**config.mk**
```make
export PLATFORM = sky130hd
export DESIGN_NAME = pipe_ctrl_top
export DESIGN_NICKNAME = d
export VERILOG_FILES = /design/src/verilog/rv32_isa_pkg.sv /design/src/verilog/pipe_ctrl_pkg.sv /design/src/verilog/dx_stage_ctrl.sv /design/src/verilog/pipe_ctrl_top.sv /design/src/verilog/rv32_decoder.sv /design/src/verilog/wb_stage_ctrl.sv
export SDC_FILE = /design/constraint.sdc
export NUM_CORES = 1
export LEC_CHECK = 0
export BUFFER_PORTS_ARGS = -buffer_cell sky130_fd_sc_hd__buf_2
export CAP_MARGIN = 25
export CORE_UTILIZATION = 48
export CTS_BUF_LIST = sky130_fd_sc_hd__clkbuf_8
export DETAILED_ROUTE_END_ITERATION = 8
export GPL_ROUTABILITY_DRIVEN = 0
export PLACE_DENSITY = 0.83
export SLEW_MARGIN = 20
export SYNTH_ARGS = -nofsm -noshare
export SYNTH_HDL_FRONTEND = slang
export SYNTH_SLANG_ARGS = --single-unit
```
**constraint.sdc**
```tcl
create_clock -name clk -period 3.3 [get_ports clk]
set_clock_uncertainty 0.05 [all_clocks]
set_input_delay 0.66 -clock clk [delete_from_list [all_inputs] [get_ports clk]]
set_output_delay 0.66 -clock clk [all_outputs]
set_load 0.05 [all_outputs]
```
**src/verilog/rv32_isa_pkg.sv**
```systemverilog
package rv32_isa_pkg;

   typedef logic [31:0] inst_t;
   typedef logic [4:0] reg_addr_t;
   typedef logic [2:0] funct3_t;

   // major opcodes, inst[6:0]
   typedef enum logic [6:0] {
      OPC_LOAD     = 7'b0000011,
      OPC_MISC_MEM = 7'b0001111,
      OPC_OP_IMM   = 7'b0010011,
      OPC_AUIPC    = 7'b0010111,
      OPC_STORE    = 7'b0100011,
      OPC_OP       = 7'b0110011,
      OPC_LUI      = 7'b0110111,
      OPC_BRANCH   = 7'b1100011,
      OPC_JALR     = 7'b1100111,
      OPC_JAL      = 7'b1101111,
      OPC_SYSTEM   = 7'b1110011
   } opcode_e;

   localparam funct3_t F3_BEQ = 3'd0;
   localparam funct3_t F3_BNE = 3'd1;
   localparam funct3_t F3_BLT = 3'd4;
   localparam funct3_t F3_BGE = 3'd5;
   localparam funct3_t F3_BLTU = 3'd6;
   localparam funct3_t F3_BGEU = 3'd7;

   localparam funct3_t F3_ADD_SUB = 3'd0;
   localparam funct3_t F3_SLL = 3'd1;
   localparam funct3_t F3_SLT = 3'd2;
   localparam funct3_t F3_SLTU = 3'd3;
   localparam funct3_t F3_XOR = 3'd4;
   localparam funct3_t F3_SRL_SRA = 3'd5;
   localparam funct3_t F3_OR = 3'd6;
   localparam funct3_t F3_AND = 3'd7;

   localparam funct3_t F3_FENCE = 3'd0;
   localparam funct3_t F3_PRIV = 3'd0;

   localparam logic [11:0] F12_ECALL = 12'h000;
   localparam logic [11:0] F12_EBREAK = 12'h001;

   typedef enum logic [3:0] {
      ECODE_INST_ADDR_MISALIGNED  = 4'd0,
      ECODE_ILLEGAL_INST          = 4'd2,
      ECODE_BREAKPOINT            = 4'd3,
      ECODE_LOAD_ADDR_MISALIGNED  = 4'd4,
      ECODE_STORE_ADDR_MISALIGNED = 4'd6,
      ECODE_ECALL_FROM_U          = 4'd8
   } ecode_e;

endpackage

```
**src/verilog/pipe_ctrl_pkg.sv**
```systemverilog
package pipe_ctrl_pkg;

   typedef enum logic [3:0] {
      ALU_ADD  = 4'd0,
      ALU_SLL  = 4'd1,
      ALU_XOR  = 4'd4,
      ALU_SRL  = 4'd5,
      ALU_OR   = 4'd6,
      ALU_AND  = 4'd7,
      ALU_SEQ  = 4'd8,
      ALU_SNE  = 4'd9,
      ALU_SUB  = 4'd10,
      ALU_SRA  = 4'd11,
      ALU_SLT  = 4'd12,
      ALU_SGE  = 4'd13,
      ALU_SLTU = 4'd14,
      ALU_SGEU = 4'd15
   } alu_op_e;

   typedef enum logic [1:0] {IMM_I, IMM_S, IMM_U} imm_type_e;
   typedef enum logic [1:0] {SRC_A_RS1, SRC_A_PC, SRC_A_ZERO} src_a_sel_e;
   typedef enum logic [1:0] {SRC_B_RS2, SRC_B_IMM, SRC_B_FOUR} src_b_sel_e;
   typedef enum logic {WB_SRC_ALU, WB_SRC_MEM} wb_src_e;

   typedef enum logic [2:0] {
      PC_PLUS_FOUR, PC_BRANCH_TARGET, PC_JAL_TARGET, PC_JALR_TARGET, PC_REPLAY, PC_HANDLER
   } pc_src_e;

   typedef struct packed {
      logic       en;
      logic       wen;
      logic [2:0] size;
      logic [2:0] mem_type; // funct3 as given, sign info in bit 2
   } dmem_req_t;

   typedef struct packed {
      alu_op_e    alu_op;
      imm_type_e  imm_type;
      src_a_sel_e src_a_sel;
      src_b_sel_e src_b_sel;
   } exe_ctrl_t;

   typedef struct packed {
      exe_ctrl_t exe_ctrl;
      dmem_req_t dmem_req;
      logic      wr_reg;
      wb_src_e   wb_src;
      logic      uses_rs1;
      logic      uses_rs2;
      logic      branch;  // branch taken
      logic      jal;
      logic      jalr;
      logic      illegal;
      logic      ecall;
      logic      ebreak;
   } dec_t;

   typedef struct packed {
      logic                  wr_reg_unkilled;
      rv32_isa_pkg::reg_addr_t reg_to_wr;
      wb_src_e               wb_src;
      logic                  had_ex;
      rv32_isa_pkg::ecode_e  prev_ex_code;
      logic                  dmem_en;
      logic                  store;
      logic                  prev_killed;
   } wb_state_t;

endpackage

```
**src/verilog/dx_stage_ctrl.sv**
```systemverilog
`timescale 1ns/1ps

module dx_stage_ctrl (
   input  logic                      clk,
   input  logic                      reset,
   input  logic                      imem_wait,
   input  logic                      imem_badmem_e,
   input  rv32_isa_pkg::inst_t       inst_dx,
   input  pipe_ctrl_pkg::dec_t       dec,
   input  logic                      stall_wb,
   input  logic                      ex_wb,
   input  logic                      wr_reg_wb,
   input  logic                      load_in_wb,
   input  rv32_isa_pkg::reg_addr_t   reg_to_wr_wb,
   output pipe_ctrl_pkg::exe_ctrl_t  exe_ctrl,
   output pipe_ctrl_pkg::dmem_req_t  dmem_req,
   output pipe_ctrl_pkg::pc_src_e    pc_src,
   output logic                      bypass_rs1,
   output logic                      bypass_rs2,
   output logic                      stall_if,
   output logic                      kill_if,
   output logic                      stall_dx,
   output logic                      kill_dx,
   output logic                      ex_dx,
   output rv32_isa_pkg::ecode_e      ex_code_dx,
   output pipe_ctrl_pkg::wb_state_t  wb_next
);
   import rv32_isa_pkg::*;
   import pipe_ctrl_pkg::*;

   logic      replay_if;
   logic      had_ex_dx;
   logic      prev_killed_dx;
   logic      ex_if;
   logic      branch_taken, jal, jalr, redirect;
   logic      raw_rs1, raw_rs2, load_use;
   reg_addr_t rs1_addr, rs2_addr;

   assign rs1_addr = inst_dx[19:15];
   assign rs2_addr = inst_dx[24:20];

   always_ff @(posedge clk) begin
      if (reset) begin
         replay_if <= 1'b1;
         had_ex_dx <= 1'b0;
         prev_killed_dx <= 1'b1; // dx holds a bubble after reset
      end else begin
         replay_if <= redirect && imem_wait; // target fetch was lost
         if (!stall_dx) begin
            had_ex_dx <= ex_if;
            prev_killed_dx <= kill_if;
         end
      end
   end

   assign ex_if = imem_badmem_e && !imem_wait && !redirect && !replay_if;
   assign kill_if = stall_if || ex_if || ex_dx || ex_wb || redirect || replay_if;
   assign stall_if = stall_dx || (imem_wait && !redirect && !ex_wb);

   assign ex_dx = had_ex_dx || dec.illegal || dec.ebreak || dec.ecall;
   assign kill_dx = stall_dx || ex_dx || ex_wb;
   assign stall_dx = stall_wb || (load_use && !(ex_dx || ex_wb));

   always_comb begin
      if (had_ex_dx) ex_code_dx = ECODE_INST_ADDR_MISALIGNED;
      else if (dec.illegal) ex_code_dx = ECODE_ILLEGAL_INST;
      else if (dec.ebreak) ex_code_dx = ECODE_BREAKPOINT;
      else if (dec.ecall) ex_code_dx = ECODE_ECALL_FROM_U;
      else ex_code_dx = ECODE_INST_ADDR_MISALIGNED;
   end

   assign branch_taken = dec.branch && !kill_dx;
   assign jal = dec.jal && !kill_dx;
   assign jalr = dec.jalr && !kill_dx;
   assign redirect = branch_taken || jal || jalr;

   always_comb begin
      if (ex_wb) pc_src = PC_HANDLER;
      else if (replay_if || (stall_if && !imem_wait)) pc_src = PC_REPLAY;
      else if (branch_taken) pc_src = PC_BRANCH_TARGET;
      else if (jal) pc_src = PC_JAL_TARGET;
      else if (jalr) pc_src = PC_JALR_TARGET;
      else pc_src = PC_PLUS_FOUR;
   end

   assign exe_ctrl = dec.exe_ctrl;

   always_comb begin
      dmem_req = dec.dmem_req;
      dmem_req.en = dec.dmem_req.en && !kill_dx;
      dmem_req.wen = dec.dmem_req.wen && !kill_dx;
   end

   // raw against wb, x0 never forwarded
   assign raw_rs1 = wr_reg_wb && dec.uses_rs1 && rs1_addr != '0 && rs1_addr == reg_to_wr_wb;
   assign raw_rs2 = wr_reg_wb && dec.uses_rs2 && rs2_addr != '0 && rs2_addr == reg_to_wr_wb;
   assign bypass_rs1 = raw_rs1 && !load_in_wb;
   assign bypass_rs2 = raw_rs2 && !load_in_wb;
   assign load_use = load_in_wb && (raw_rs1 || raw_rs2);

   always_comb begin
      wb_next.wr_reg_unkilled = dec.wr_reg && !kill_dx;
      wb_next.reg_to_wr = inst_dx[11:7];
      wb_next.wb_src = dec.wb_src;
      wb_next.had_ex = ex_dx;
      wb_next.prev_ex_code = ex_code_dx;
      wb_next.dmem_en = dmem_req.en;
      wb_next.store = dmem_req.wen;
      wb_next.prev_killed = prev_killed_dx || kill_dx;
   end

endmodule

```
**src/verilog/pipe_ctrl_top.sv**
```systemverilog
`timescale 1ns/1ps

module pipe_ctrl_top (
   input  logic                     clk,
   input  logic                     reset,
   input  rv32_isa_pkg::inst_t      inst_dx,
   input  logic                     imem_wait,
   input  logic                     imem_badmem_e,
   input  logic                     dmem_wait,
   input  logic                     dmem_badmem_e,
   input  logic                     cmp_true,
   output pipe_ctrl_pkg::exe_ctrl_t exe_ctrl,
   output pipe_ctrl_pkg::dmem_req_t dmem_req,
   output pipe_ctrl_pkg::pc_src_e   pc_src,
   output logic                     bypass_rs1,
   output logic                     bypass_rs2,
   output logic                     stall_if,
   output logic                     kill_if,
   output logic                     stall_dx,
   output logic                     kill_dx,
   output logic                     stall_wb,
   output logic                     kill_wb,
   output logic                     wr_reg_wb,
   output rv32_isa_pkg::reg_addr_t  reg_to_wr_wb,
   output pipe_ctrl_pkg::wb_src_e   wb_src_sel_wb,
   output logic                     exception_wb,
   output rv32_isa_pkg::ecode_e     exception_code_wb,
   output logic                     retire_wb
);
   import rv32_isa_pkg::*;
   import pipe_ctrl_pkg::*;

   dec_t      dec;
   wb_state_t wb_next;
   ecode_e    ex_code_dx;
   logic      ex_dx;
   logic      load_in_wb;

   rv32_decoder decoder_i (
      .inst_dx  (inst_dx),
      .cmp_true (cmp_true),
      .dec      (dec)
   );

   dx_stage_ctrl dx_ctrl_i (
      .clk           (clk),
      .reset         (reset),
      .imem_wait     (imem_wait),
      .imem_badmem_e (imem_badmem_e),
      .inst_dx       (inst_dx),
      .dec           (dec),
      .stall_wb      (stall_wb),
      .ex_wb         (exception_wb),
      .wr_reg_wb     (wr_reg_wb),
      .load_in_wb    (load_in_wb),
      .reg_to_wr_wb  (reg_to_wr_wb),
      .exe_ctrl      (exe_ctrl),
      .dmem_req      (dmem_req),
      .pc_src        (pc_src),
      .bypass_rs1    (bypass_rs1),
      .bypass_rs2    (bypass_rs2),
      .stall_if      (stall_if),
      .kill_if       (kill_if),
      .stall_dx      (stall_dx),
      .kill_dx       (kill_dx),
      .ex_dx         (ex_dx),
      .ex_code_dx    (ex_code_dx),
      .wb_next       (wb_next)
   );

   wb_stage_ctrl wb_ctrl_i (
      .clk               (clk),
      .reset             (reset),
      .dmem_wait         (dmem_wait),
      .dmem_badmem_e     (dmem_badmem_e),
      .ex_dx             (ex_dx),
      .ex_code_dx        (ex_code_dx),
      .wb_next           (wb_next),
      .stall_wb          (stall_wb),
      .kill_wb           (kill_wb),
      .ex_wb             (exception_wb),
      .wr_reg_wb         (wr_reg_wb),
      .load_in_wb        (load_in_wb),
      .retire_wb         (retire_wb),
      .reg_to_wr_wb      (reg_to_wr_wb),
      .wb_src_sel_wb     (wb_src_sel_wb),
      .exception_code_wb (exception_code_wb)
   );

endmodule

```
**src/verilog/rv32_decoder.sv**
```systemverilog
`timescale 1ns/1ps

module rv32_decoder (
   input  rv32_isa_pkg::inst_t inst_dx,
   input  logic                cmp_true,
   output pipe_ctrl_pkg::dec_t dec
);
   import rv32_isa_pkg::*;
   import pipe_ctrl_pkg::*;

   funct3_t     funct3;
   logic [6:0]  funct7;
   logic [11:0] funct12;
   reg_addr_t   rs1_addr;
   reg_addr_t   rd_addr;
   alu_op_e     alu_op_arith;

   assign funct3 = inst_dx[14:12];
   assign funct7 = inst_dx[31:25];
   assign funct12 = inst_dx[31:20];
   assign rs1_addr = inst_dx[19:15];
   assign rd_addr = inst_dx[11:7];

   always_comb begin
      case (funct3)
         F3_ADD_SUB: alu_op_arith = (inst_dx[6:0] == OPC_OP && funct7[5]) ? ALU_SUB : ALU_ADD;
         F3_SLL:     alu_op_arith = ALU_SLL;
         F3_SLT:     alu_op_arith = ALU_SLT;
         F3_SLTU:    alu_op_arith = ALU_SLTU;
         F3_XOR:     alu_op_arith = ALU_XOR;
         F3_SRL_SRA: alu_op_arith = funct7[5] ? ALU_SRA : ALU_SRL;
         F3_OR:      alu_op_arith = ALU_OR;
         default:    alu_op_arith = ALU_AND;
      endcase
   end

   always_comb begin
      dec = '0;
      dec.exe_ctrl.alu_op = ALU_ADD;
      dec.exe_ctrl.imm_type = IMM_I;
      dec.exe_ctrl.src_a_sel = SRC_A_RS1;
      dec.exe_ctrl.src_b_sel = SRC_B_IMM;
      dec.dmem_req.size = {1'b0, funct3[1:0]};
      dec.dmem_req.mem_type = funct3;
      dec.wb_src = WB_SRC_ALU;
      dec.uses_rs1 = 1'b1;
      case (opcode_e'(inst_dx[6:0]))
         OPC_LOAD: begin
            dec.dmem_req.en = 1'b1;
            dec.wr_reg = 1'b1;
            dec.wb_src = WB_SRC_MEM;
         end
         OPC_STORE: begin
            dec.uses_rs2 = 1'b1;
            dec.exe_ctrl.imm_type = IMM_S;
            dec.dmem_req.en = 1'b1;
            dec.dmem_req.wen = 1'b1;
         end
         OPC_BRANCH: begin
            dec.uses_rs2 = 1'b1;
            dec.branch = cmp_true;
            dec.exe_ctrl.src_b_sel = SRC_B_RS2;
            case (funct3)
               F3_BEQ:  dec.exe_ctrl.alu_op = ALU_SEQ;
               F3_BNE:  dec.exe_ctrl.alu_op = ALU_SNE;
               F3_BLT:  dec.exe_ctrl.alu_op = ALU_SLT;
               F3_BGE:  dec.exe_ctrl.alu_op = ALU_SGE;
               F3_BLTU: dec.exe_ctrl.alu_op = ALU_SLTU;
               F3_BGEU: dec.exe_ctrl.alu_op = ALU_SGEU;
               default: dec.illegal = 1'b1;
            endcase
         end
         OPC_JAL, OPC_JALR: begin
            // link value is pc + 4
            dec.jal = (inst_dx[6:0] == OPC_JAL);
            dec.jalr = (inst_dx[6:0] == OPC_JALR);
            dec.illegal = dec.jalr && (funct3 != 3'd0);
            dec.uses_rs1 = dec.jalr;
            dec.exe_ctrl.src_a_sel = SRC_A_PC;
            dec.exe_ctrl.src_b_sel = SRC_B_FOUR;
            dec.wr_reg = 1'b1;
         end
         OPC_MISC_MEM: begin
            // only plain fence, which needs no action
            dec.illegal = !(funct3 == F3_FENCE && inst_dx[31:28] == 4'd0 &&
                            rs1_addr == '0 && rd_addr == '0);
         end
         OPC_OP_IMM: begin
            dec.exe_ctrl.alu_op = alu_op_arith;
            dec.wr_reg = 1'b1;
         end
         OPC_OP: begin
            dec.uses_rs2 = 1'b1;
            dec.exe_ctrl.src_b_sel = SRC_B_RS2;
            dec.exe_ctrl.alu_op = alu_op_arith;
            dec.wr_reg = 1'b1;
         end
         OPC_AUIPC, OPC_LUI: begin
            dec.uses_rs1 = 1'b0;
            dec.exe_ctrl.src_a_sel = (inst_dx[6:0] == OPC_LUI) ? SRC_A_ZERO : SRC_A_PC;
            dec.exe_ctrl.imm_type = IMM_U;
            dec.wr_reg = 1'b1;
         end
         OPC_SYSTEM: begin
            if (funct3 == F3_PRIV && rs1_addr == '0 && rd_addr == '0 &&
                funct12 == F12_ECALL) dec.ecall = 1'b1;
            else if (funct3 == F3_PRIV && rs1_addr == '0 && rd_addr == '0 &&
                     funct12 == F12_EBREAK) dec.ebreak = 1'b1;
            else dec.illegal = 1'b1;
         end
         default: dec.illegal = 1'b1;
      endcase
   end

   always_comb begin
      assert (!dec.dmem_req.wen || dec.dmem_req.en)
         else $error("store decoded without memory enable");
   end

endmodule

```
**src/verilog/wb_stage_ctrl.sv**
```systemverilog
`timescale 1ns/1ps

module wb_stage_ctrl (
   input  logic                     clk,
   input  logic                     reset,
   input  logic                     dmem_wait,
   input  logic                     dmem_badmem_e,
   input  logic                     ex_dx,
   input  rv32_isa_pkg::ecode_e     ex_code_dx,
   input  pipe_ctrl_pkg::wb_state_t wb_next,
   output logic                     stall_wb,
   output logic                     kill_wb,
   output logic                     ex_wb,
   output logic                     wr_reg_wb,
   output logic                     load_in_wb,
   output logic                     retire_wb,
   output rv32_isa_pkg::reg_addr_t  reg_to_wr_wb,
   output pipe_ctrl_pkg::wb_src_e   wb_src_sel_wb,
   output rv32_isa_pkg::ecode_e     exception_code_wb
);
   import rv32_isa_pkg::*;
   import pipe_ctrl_pkg::*;

   wb_state_t wb_q;

   always_ff @(posedge clk) begin
      if (reset) begin
         wb_q.wr_reg_unkilled <= 1'b0;
         wb_q.had_ex <= 1'b0;
         wb_q.dmem_en <= 1'b0;
         wb_q.store <= 1'b0;
         wb_q.prev_killed <= 1'b1;
      end else if (!stall_wb) begin
         wb_q <= wb_next;
      end
   end

   assign ex_wb = wb_q.had_ex || dmem_badmem_e;
   assign stall_wb = dmem_wait && wb_q.dmem_en && !ex_wb;
   assign kill_wb = stall_wb || ex_wb;

   always_comb begin
      exception_code_wb = wb_q.prev_ex_code;
      if (!wb_q.had_ex && dmem_badmem_e) begin
         // a load writes rd, a store does not
         exception_code_wb = wb_q.wr_reg_unkilled ? ECODE_LOAD_ADDR_MISALIGNED
                                                  : ECODE_STORE_ADDR_MISALIGNED;
      end
   end

   assign wr_reg_wb = wb_q.wr_reg_unkilled && !kill_wb;
   assign retire_wb = !(kill_wb || wb_q.prev_killed);
   assign load_in_wb = wb_q.dmem_en && !wb_q.store;
   assign reg_to_wr_wb = wb_q.reg_to_wr;
   assign wb_src_sel_wb = wb_q.wb_src;

   assert property (@(posedge clk) disable iff (reset) !(wr_reg_wb && ex_wb))
      else $error("register write with exception in wb");

endmodule
```
# == Word level (Yosys, flattened, before mapping) ==
# Cells that the tools add are included.
# totals
reg_bits,18
inputBits,39
out_inout_bits,42
# op_classes
eq_ne,21
mux,35
n_bitwise,2
reduce_logical,90
# op_table
cell,n
logical AND 1 bit,37
"== test 7 bit, second input constant",4
case mux 4 bit (7 select lines),1
case mux 4 bit (6 select lines),1
"== test 7 x 6 -> 1 bit, second input constant",3
logical OR 1 bit,21
two-way mux 4 bit,4
"== test 7 x 5 -> 1 bit, second input constant",2
two-way mux 2 bit,7
"== test 12 x 1 -> 1 bit, second input constant",1
"== test 3 bit, second input constant",4
logical NOT 1 bit,12
logical NOT 12 bit,1
two-way mux 1 bit,12
two-way mux 3 bit,4
case mux 2 bit (2 select lines),3
OR reduction 2 bit,6
OR reduction 6 bit,2
== test 5 bit,2
logical NOT 5 bit,2
nonzero test 5 bit,2
case mux 4 bit (2 select lines),1
"== test 7 x 2 -> 1 bit, second input constant",1
"== test 7 x 4 -> 1 bit, second input constant",1
11 further kinds,14

# == Logic depth before layout (Yosys ltp) ==
# logic_depth
depth_word,29
depth_mapped,9
ltp_nobuf,7

# == By module ==
# Synthesis repeated with hierarchy kept, for this count alone.
# hier_totals
cells_unflattened,230
hier_area_um2,1868.0
# modules_own_cells
mod,instances,cells_each,area_each_um2,seq_area_each_um2
dx_stage_ctrl,1,102,726.9,60.1
wb_stage_ctrl,1,46,611.8,400.4
rv32_decoder,1,82,529.3,0.0

# == Worst setup path after synthesis ==
# OpenSTA, ideal clock, no wires.
# synth_path
path_type,input-to-output
startpoint,in dmem_wait
endpoint,out bypass_rs1
arrival_ns,4.024
required_ns,2.590
slack_ns,-1.434
path_stages,5
path_buffers,0
cell_sequence,a211oi_4 > nand2_1 > inv_1 > nand4_1 > a2111oi_0
# synth_via
elab_chain_len,9
# synth_rtl
item,line,source
start: declaration,pipe_ctrl_top.sv:9,"input logic dmem_wait,"
logical AND 1 bit (2 in series),wb_stage_ctrl.sv:39,assign stall_wb = dmem_wait && wb_q.dmem_en && !ex_wb;
logical OR 1 bit,wb_stage_ctrl.sv:40,assign kill_wb = stall_wb || ex_wb;
logical NOT 1 bit,wb_stage_ctrl.sv:51,assign wr_reg_wb = wb_q.wr_reg_unkilled && !kill_wb;
logical AND 1 bit,wb_stage_ctrl.sv:51,
named net wr_reg_wb,pipe_ctrl_top.sv:23,"output logic wr_reg_wb,"
logical AND 1 bit (3 in series),dx_stage_ctrl.sv:95,assign raw_rs1 = wr_reg_wb && dec.uses_rs1 && rs1_addr != '0 && rs1_addr == reg_to_wr_wb;
logical AND 1 bit,dx_stage_ctrl.sv:97,assign bypass_rs1 = raw_rs1 && !load_in_wb;
end: declaration,pipe_ctrl_top.sv:15,"output logic bypass_rs1,"
# The timed path passes the listed nets, and every way through them passes these cells.

# == Worst setup path in the final report ==
# layout_path
startpoint,in inst_dx[18]
endpoint,out kill_if
# layout_via
elab_chain_len,29
elab_cells_between_ends,47
cone_classes,eq/ne: 1; mux: 7; reduce/logical: 39
# layout_rtl
item,line,source
start: declaration,pipe_ctrl_top.sv:6,"input rv32_isa_pkg::inst_t inst_dx,"
logical NOT 5 bit,"rv32_decoder.sv:86, rv32_decoder.sv:105, rv32_decoder.sv:107",
logical AND 1 bit (2 in series),"rv32_decoder.sv:105, rv32_decoder.sv:107",
logical AND 1 bit,rv32_decoder.sv:107,else if (funct3 == F3_PRIV && rs1_addr == '0 && rd_addr == '0 &&
two-way mux 1 bit,rv32_decoder.sv:107,
two-way mux 1 bit,rv32_decoder.sv:105,if (funct3 == F3_PRIV && rs1_addr == '0 && rd_addr == '0 &&
case mux 1 bit (5 select lines),rv32_decoder.sv:47,case (opcode_e'(inst_dx[6:0]))
logical OR 1 bit (3 in series),dx_stage_ctrl.sv:60,assign ex_dx = had_ex_dx || dec.illegal || dec.ebreak || dec.ecall;
logical OR 1 bit,dx_stage_ctrl.sv:62,assign stall_dx = stall_wb || (load_use && !(ex_dx || ex_wb));
(+5 left out),n/a,
logical NOT 1 bit,"dx_stage_ctrl.sv:72, dx_stage_ctrl.sv:73, dx_stage_ctrl.sv:74",
"logical AND 1 bit, on equally long branches","dx_stage_ctrl.sv:72, dx_stage_ctrl.sv:73",
logical OR 1 bit (2 in series),dx_stage_ctrl.sv:75,assign redirect = branch_taken || jal || jalr;
logical NOT 1 bit,"dx_stage_ctrl.sv:56, dx_stage_ctrl.sv:58",
logical AND 1 bit (2 in series),dx_stage_ctrl.sv:58,assign stall_if = stall_dx || (imem_wait && !redirect && !ex_wb);
logical OR 1 bit,dx_stage_ctrl.sv:58,
logical OR 1 bit (3 in series),dx_stage_ctrl.sv:57,assign kill_if = stall_if || ex_if || ex_dx || ex_wb || redirect || replay_if;
logical OR 1 bit (*) (2 in series),dx_stage_ctrl.sv:57,
end: declaration,pipe_ctrl_top.sv:18,"output logic kill_if,"
# Every way passes the cells marked *; elsewhere a longest branch is shown, timed or not.

==> summary.txt <==
Setup path
  – CP Launch Type: input pin
  – CP Capture Type: primary output
  – Crit path from: inst_dx[18]
  – Max FO, Critical Path: 5
  – Worst reg2reg startpoint: wb_ctrl_i.reg_to_wr_wb[4]
  – Required @ worst endpoint: 2.59 ns
  – CP arrival: 2.63 ns
  – Kind of critical path: input pin to primary output

Die
  – IO Pins: 81
  – Die Y: 61.0 um
  – Initial Util: 0.501
  – Die ar.: 3720 um^2
  – Die width: 61.0 um
  – Core footprint: 3340 um^2
  – Row cnt: 21

STA
  – RSZ-0062 raised after global routing: true
  – Final Hold Fails: 0
  – Fin crit share: 1.01
  – Post-layout min period: 3.34 ns
  – Final setup TNS: -0.0909 ns
  – Max Clock Freq: 299 MHz
  – Slew Limit Fails: 0
  – Max-slew headroom: 0.470
  – PnR worst setup slack: -0.0440 ns
  – Least-Margin Pin Slew: 0.792 ns
  – Final setup violation count: 3
  – Final hold slack: 0.468 ns

Cells and area
  – Fill cell count: 270
  – Final #Nets: 327
  – Share of cells above drive strength 1: 0.505
  – Area Growth Syn to Fin: 41.7%
  – Design Area, Final: 2370 um^2
  – Commonest non-fill, non-tap cell in the layout: buf_2
  – Antenna cells: 0
  – Leading cell types in the layout, fill and taps excluded: buf_2 (70), buf_4 (34), nor2_1 (14), nand2_1 (12)

Detailed routing
  – Routed wire length: 5.59 mm
  – DR DRC count: 0
  – Iteration-0 DRC count of the detailed router: 132
  – Via density: 5.85
  – WL per Instance: 16.8 um
  – DRT Pass-1 Iters: 4
  – Vias: 1949
  – Post-route ant nets: 0

Run status
  – Status: complete, but fails checks
  – Failing checks: negative setup slack

Worst hold path
  – Worst Hold Class: flip-flop to flip-flop
  – Hold Crit Start: wb_ctrl_i.wb_q[1]

Global routing
  – Total grt overflow: 0
  – Antenna violations before repair: 0
  – Largest net degree at the start of global routing: 15
  – Vias in the first global route: 1701
  – All-Layer GR Usage: 0.288
  – First-pass GRT wire length: 7.89 mm

Clock network
  – Clk sinks: 17
  – CTS tree: yes
  – Register clock-pin slew on the reported worst setup and hold paths: 0.08 ns
  – Longest Clk Path Bufs: 2
  – Clock root cell: clkbuf_8
  – # H-tree levels: 1
  – Hold buffer count at cts: 0
  – Clock Latency Late Sink: 0.27 ns
  – TritonCTS Buffers: 3

Synth
  – Asr flop ratio synth: 0
  – EDFF count, synth: 9
  – Synth Instances: 200
  – Sequential area share after synthesis: 0.257
  – Distinct cell type count after synthesis: 59
  – Most used DFF post-synth: edfxtp_1
  – Syn Nets: 239
  – Ranking of synthesized cells by area: edfxtp_1 (16%), buf_4 (11%), dfxtp_1 (9.6%)
  – Post-synth top area share: 0.162
  – Syn Area/Cell: 8.36 um^2
  – Synthesized area: 1670 um^2
  – Cell taking the most area after synthesis: edfxtp_1
  – Seq cells post-synth: 17
  – Syn. warnings: 0

Power
  – Peak VDD IR: 210 uV
  – Pwr Total: 641 uW
  – Pwr/cell area: 271 nW/um^2
  – LEAKAGE: 1.07 nW

Placed design
  – DP Area: 2200 um^2
  – Final HPWL DP: 3.95 mm
  – I/O Buffers: 79

Run
  – Max-Cap Viols: 0
==> synth_stat cells, drive strengths merged, types with 2 or more instances <==
master and instances:
a2111oi 3, a211o 2, a211oi 3, a21o 4, a21oi 3, a22o 2, and2 4, and4bb 2
buf 25, clkbuf 4, dfxtp 8, edfxtp 9, inv 12, nand2 12, nand2b 10, nand3 7
nand3b 2, nand4 5, nor2 15, nor2b 5, nor3 5, nor4 9, o21ai 5, o21bai 2
o22ai 2, o31ai 2, o32ai 2, or3 7, or4 3, xnor2 9
==> state kept, by name (all words and copies together) (netlist names) <==
signal / cells
dx_ctrl_i.had_ex_dx: 1
wb_ctrl_i.wb_src_sel_wb: 1
dx_ctrl_i.prev_killed_dx: 1
wb_ctrl_i.wb_q: 8
wb_ctrl_i.reg_to_wr_wb: 5
dx_ctrl_i.replay_if: 1
==> worst paths after layout <==
kind / end / slack (ns) / cells past startpoint
worst max-delay path: kill_if / -0.04 / 8
worst min-delay path: wb_ctrl_i.wb_q[1] / 0.47 / 2
worst max register to register: dx_ctrl_i.had_ex_dx / 0.75 / 8
worst min register to register: wb_ctrl_i.wb_q[1] / 0.47 / 2
==> logic make-up (layout without fill, tap and decap cells) <==
family | after synthesis | in the layout | synth area share
compound gates | 38 | 38 | 0.188
xor+xnor | 9 | 9 | 0.0472
buf+inv | 41 | 128 | 0.147
flops | 17 | 17 | 0.257
mux | 1 | 1 | 0.00674
other cells | 1 | 1 | 0.00224
simple gates | 93 | 93 | 0.352
==> metal layers <==
layer | vias up | track usage | part of all wire
met4 | 0 | 0.0974 | 0.015
li1 | 889 | - | -
met2 | 121 | 0.523 | 0.51
met3 | 14 | 0.0504 | 0.079
met5 | - | 0 | 0
met1 | 925 | 0.344 | 0.40
==> critical path, cell delays in order <==
cell,delay [ns]
buf_2,0.11
or4_4,0.54
and4bb_1,0.33
a211o_2,0.18
and3_4,0.21
nand3_4,0.11
or3_4,0.34
buf_8,0.16
==> stage by stage <==
| stage | cells | utilization | setup slack [ns] |
|---|---|---|---|
| floorplan | 200 | - | -0.111 |
| global placement | 323 | 0.658 | -0.0861 |
| detailed placement | 323 | 0.658 | -0.151 |
| CTS | 330 | 0.687 | -0.0474 |
| global route | 333 | 0.710 | -0.0772 |
| finish | 333 | 0.710 | -0.0440 |
==> where the power goes <==
part	internal, mW	leakage [nW]	switching (mW)
logic	0.0789	0.890	0.147
clock network	0.0844	0.0255	0.0877
registers	0.232	0.152	0.0105
total	0.396	1.07	0.245
==> cell type report <==
class | count | area (um^2) | area share
inverter | 12 | 47.5 | 0.0201
multi-input combinational | 142 | 1090 | 0.461
tap | 46 | 57.6 | 0.0243
clock buffer | 3 | 41.3 | 0.0174
timing repair buffer | 112 | 696 | 0.294
clock inverter | 1 | 5.00 | 0.00211
sequential | 17 | 430 | 0.182
==> repair_timing <==
action	4_1_cts	5_1_grt
cloned	0	0
resized for setup	10	11
setup buffers	3	3
pin swaps	5	3
hold endpoints to repair	0	0
endpoints found under the setup margin	8	9
(Power assumes the default switching activity.)
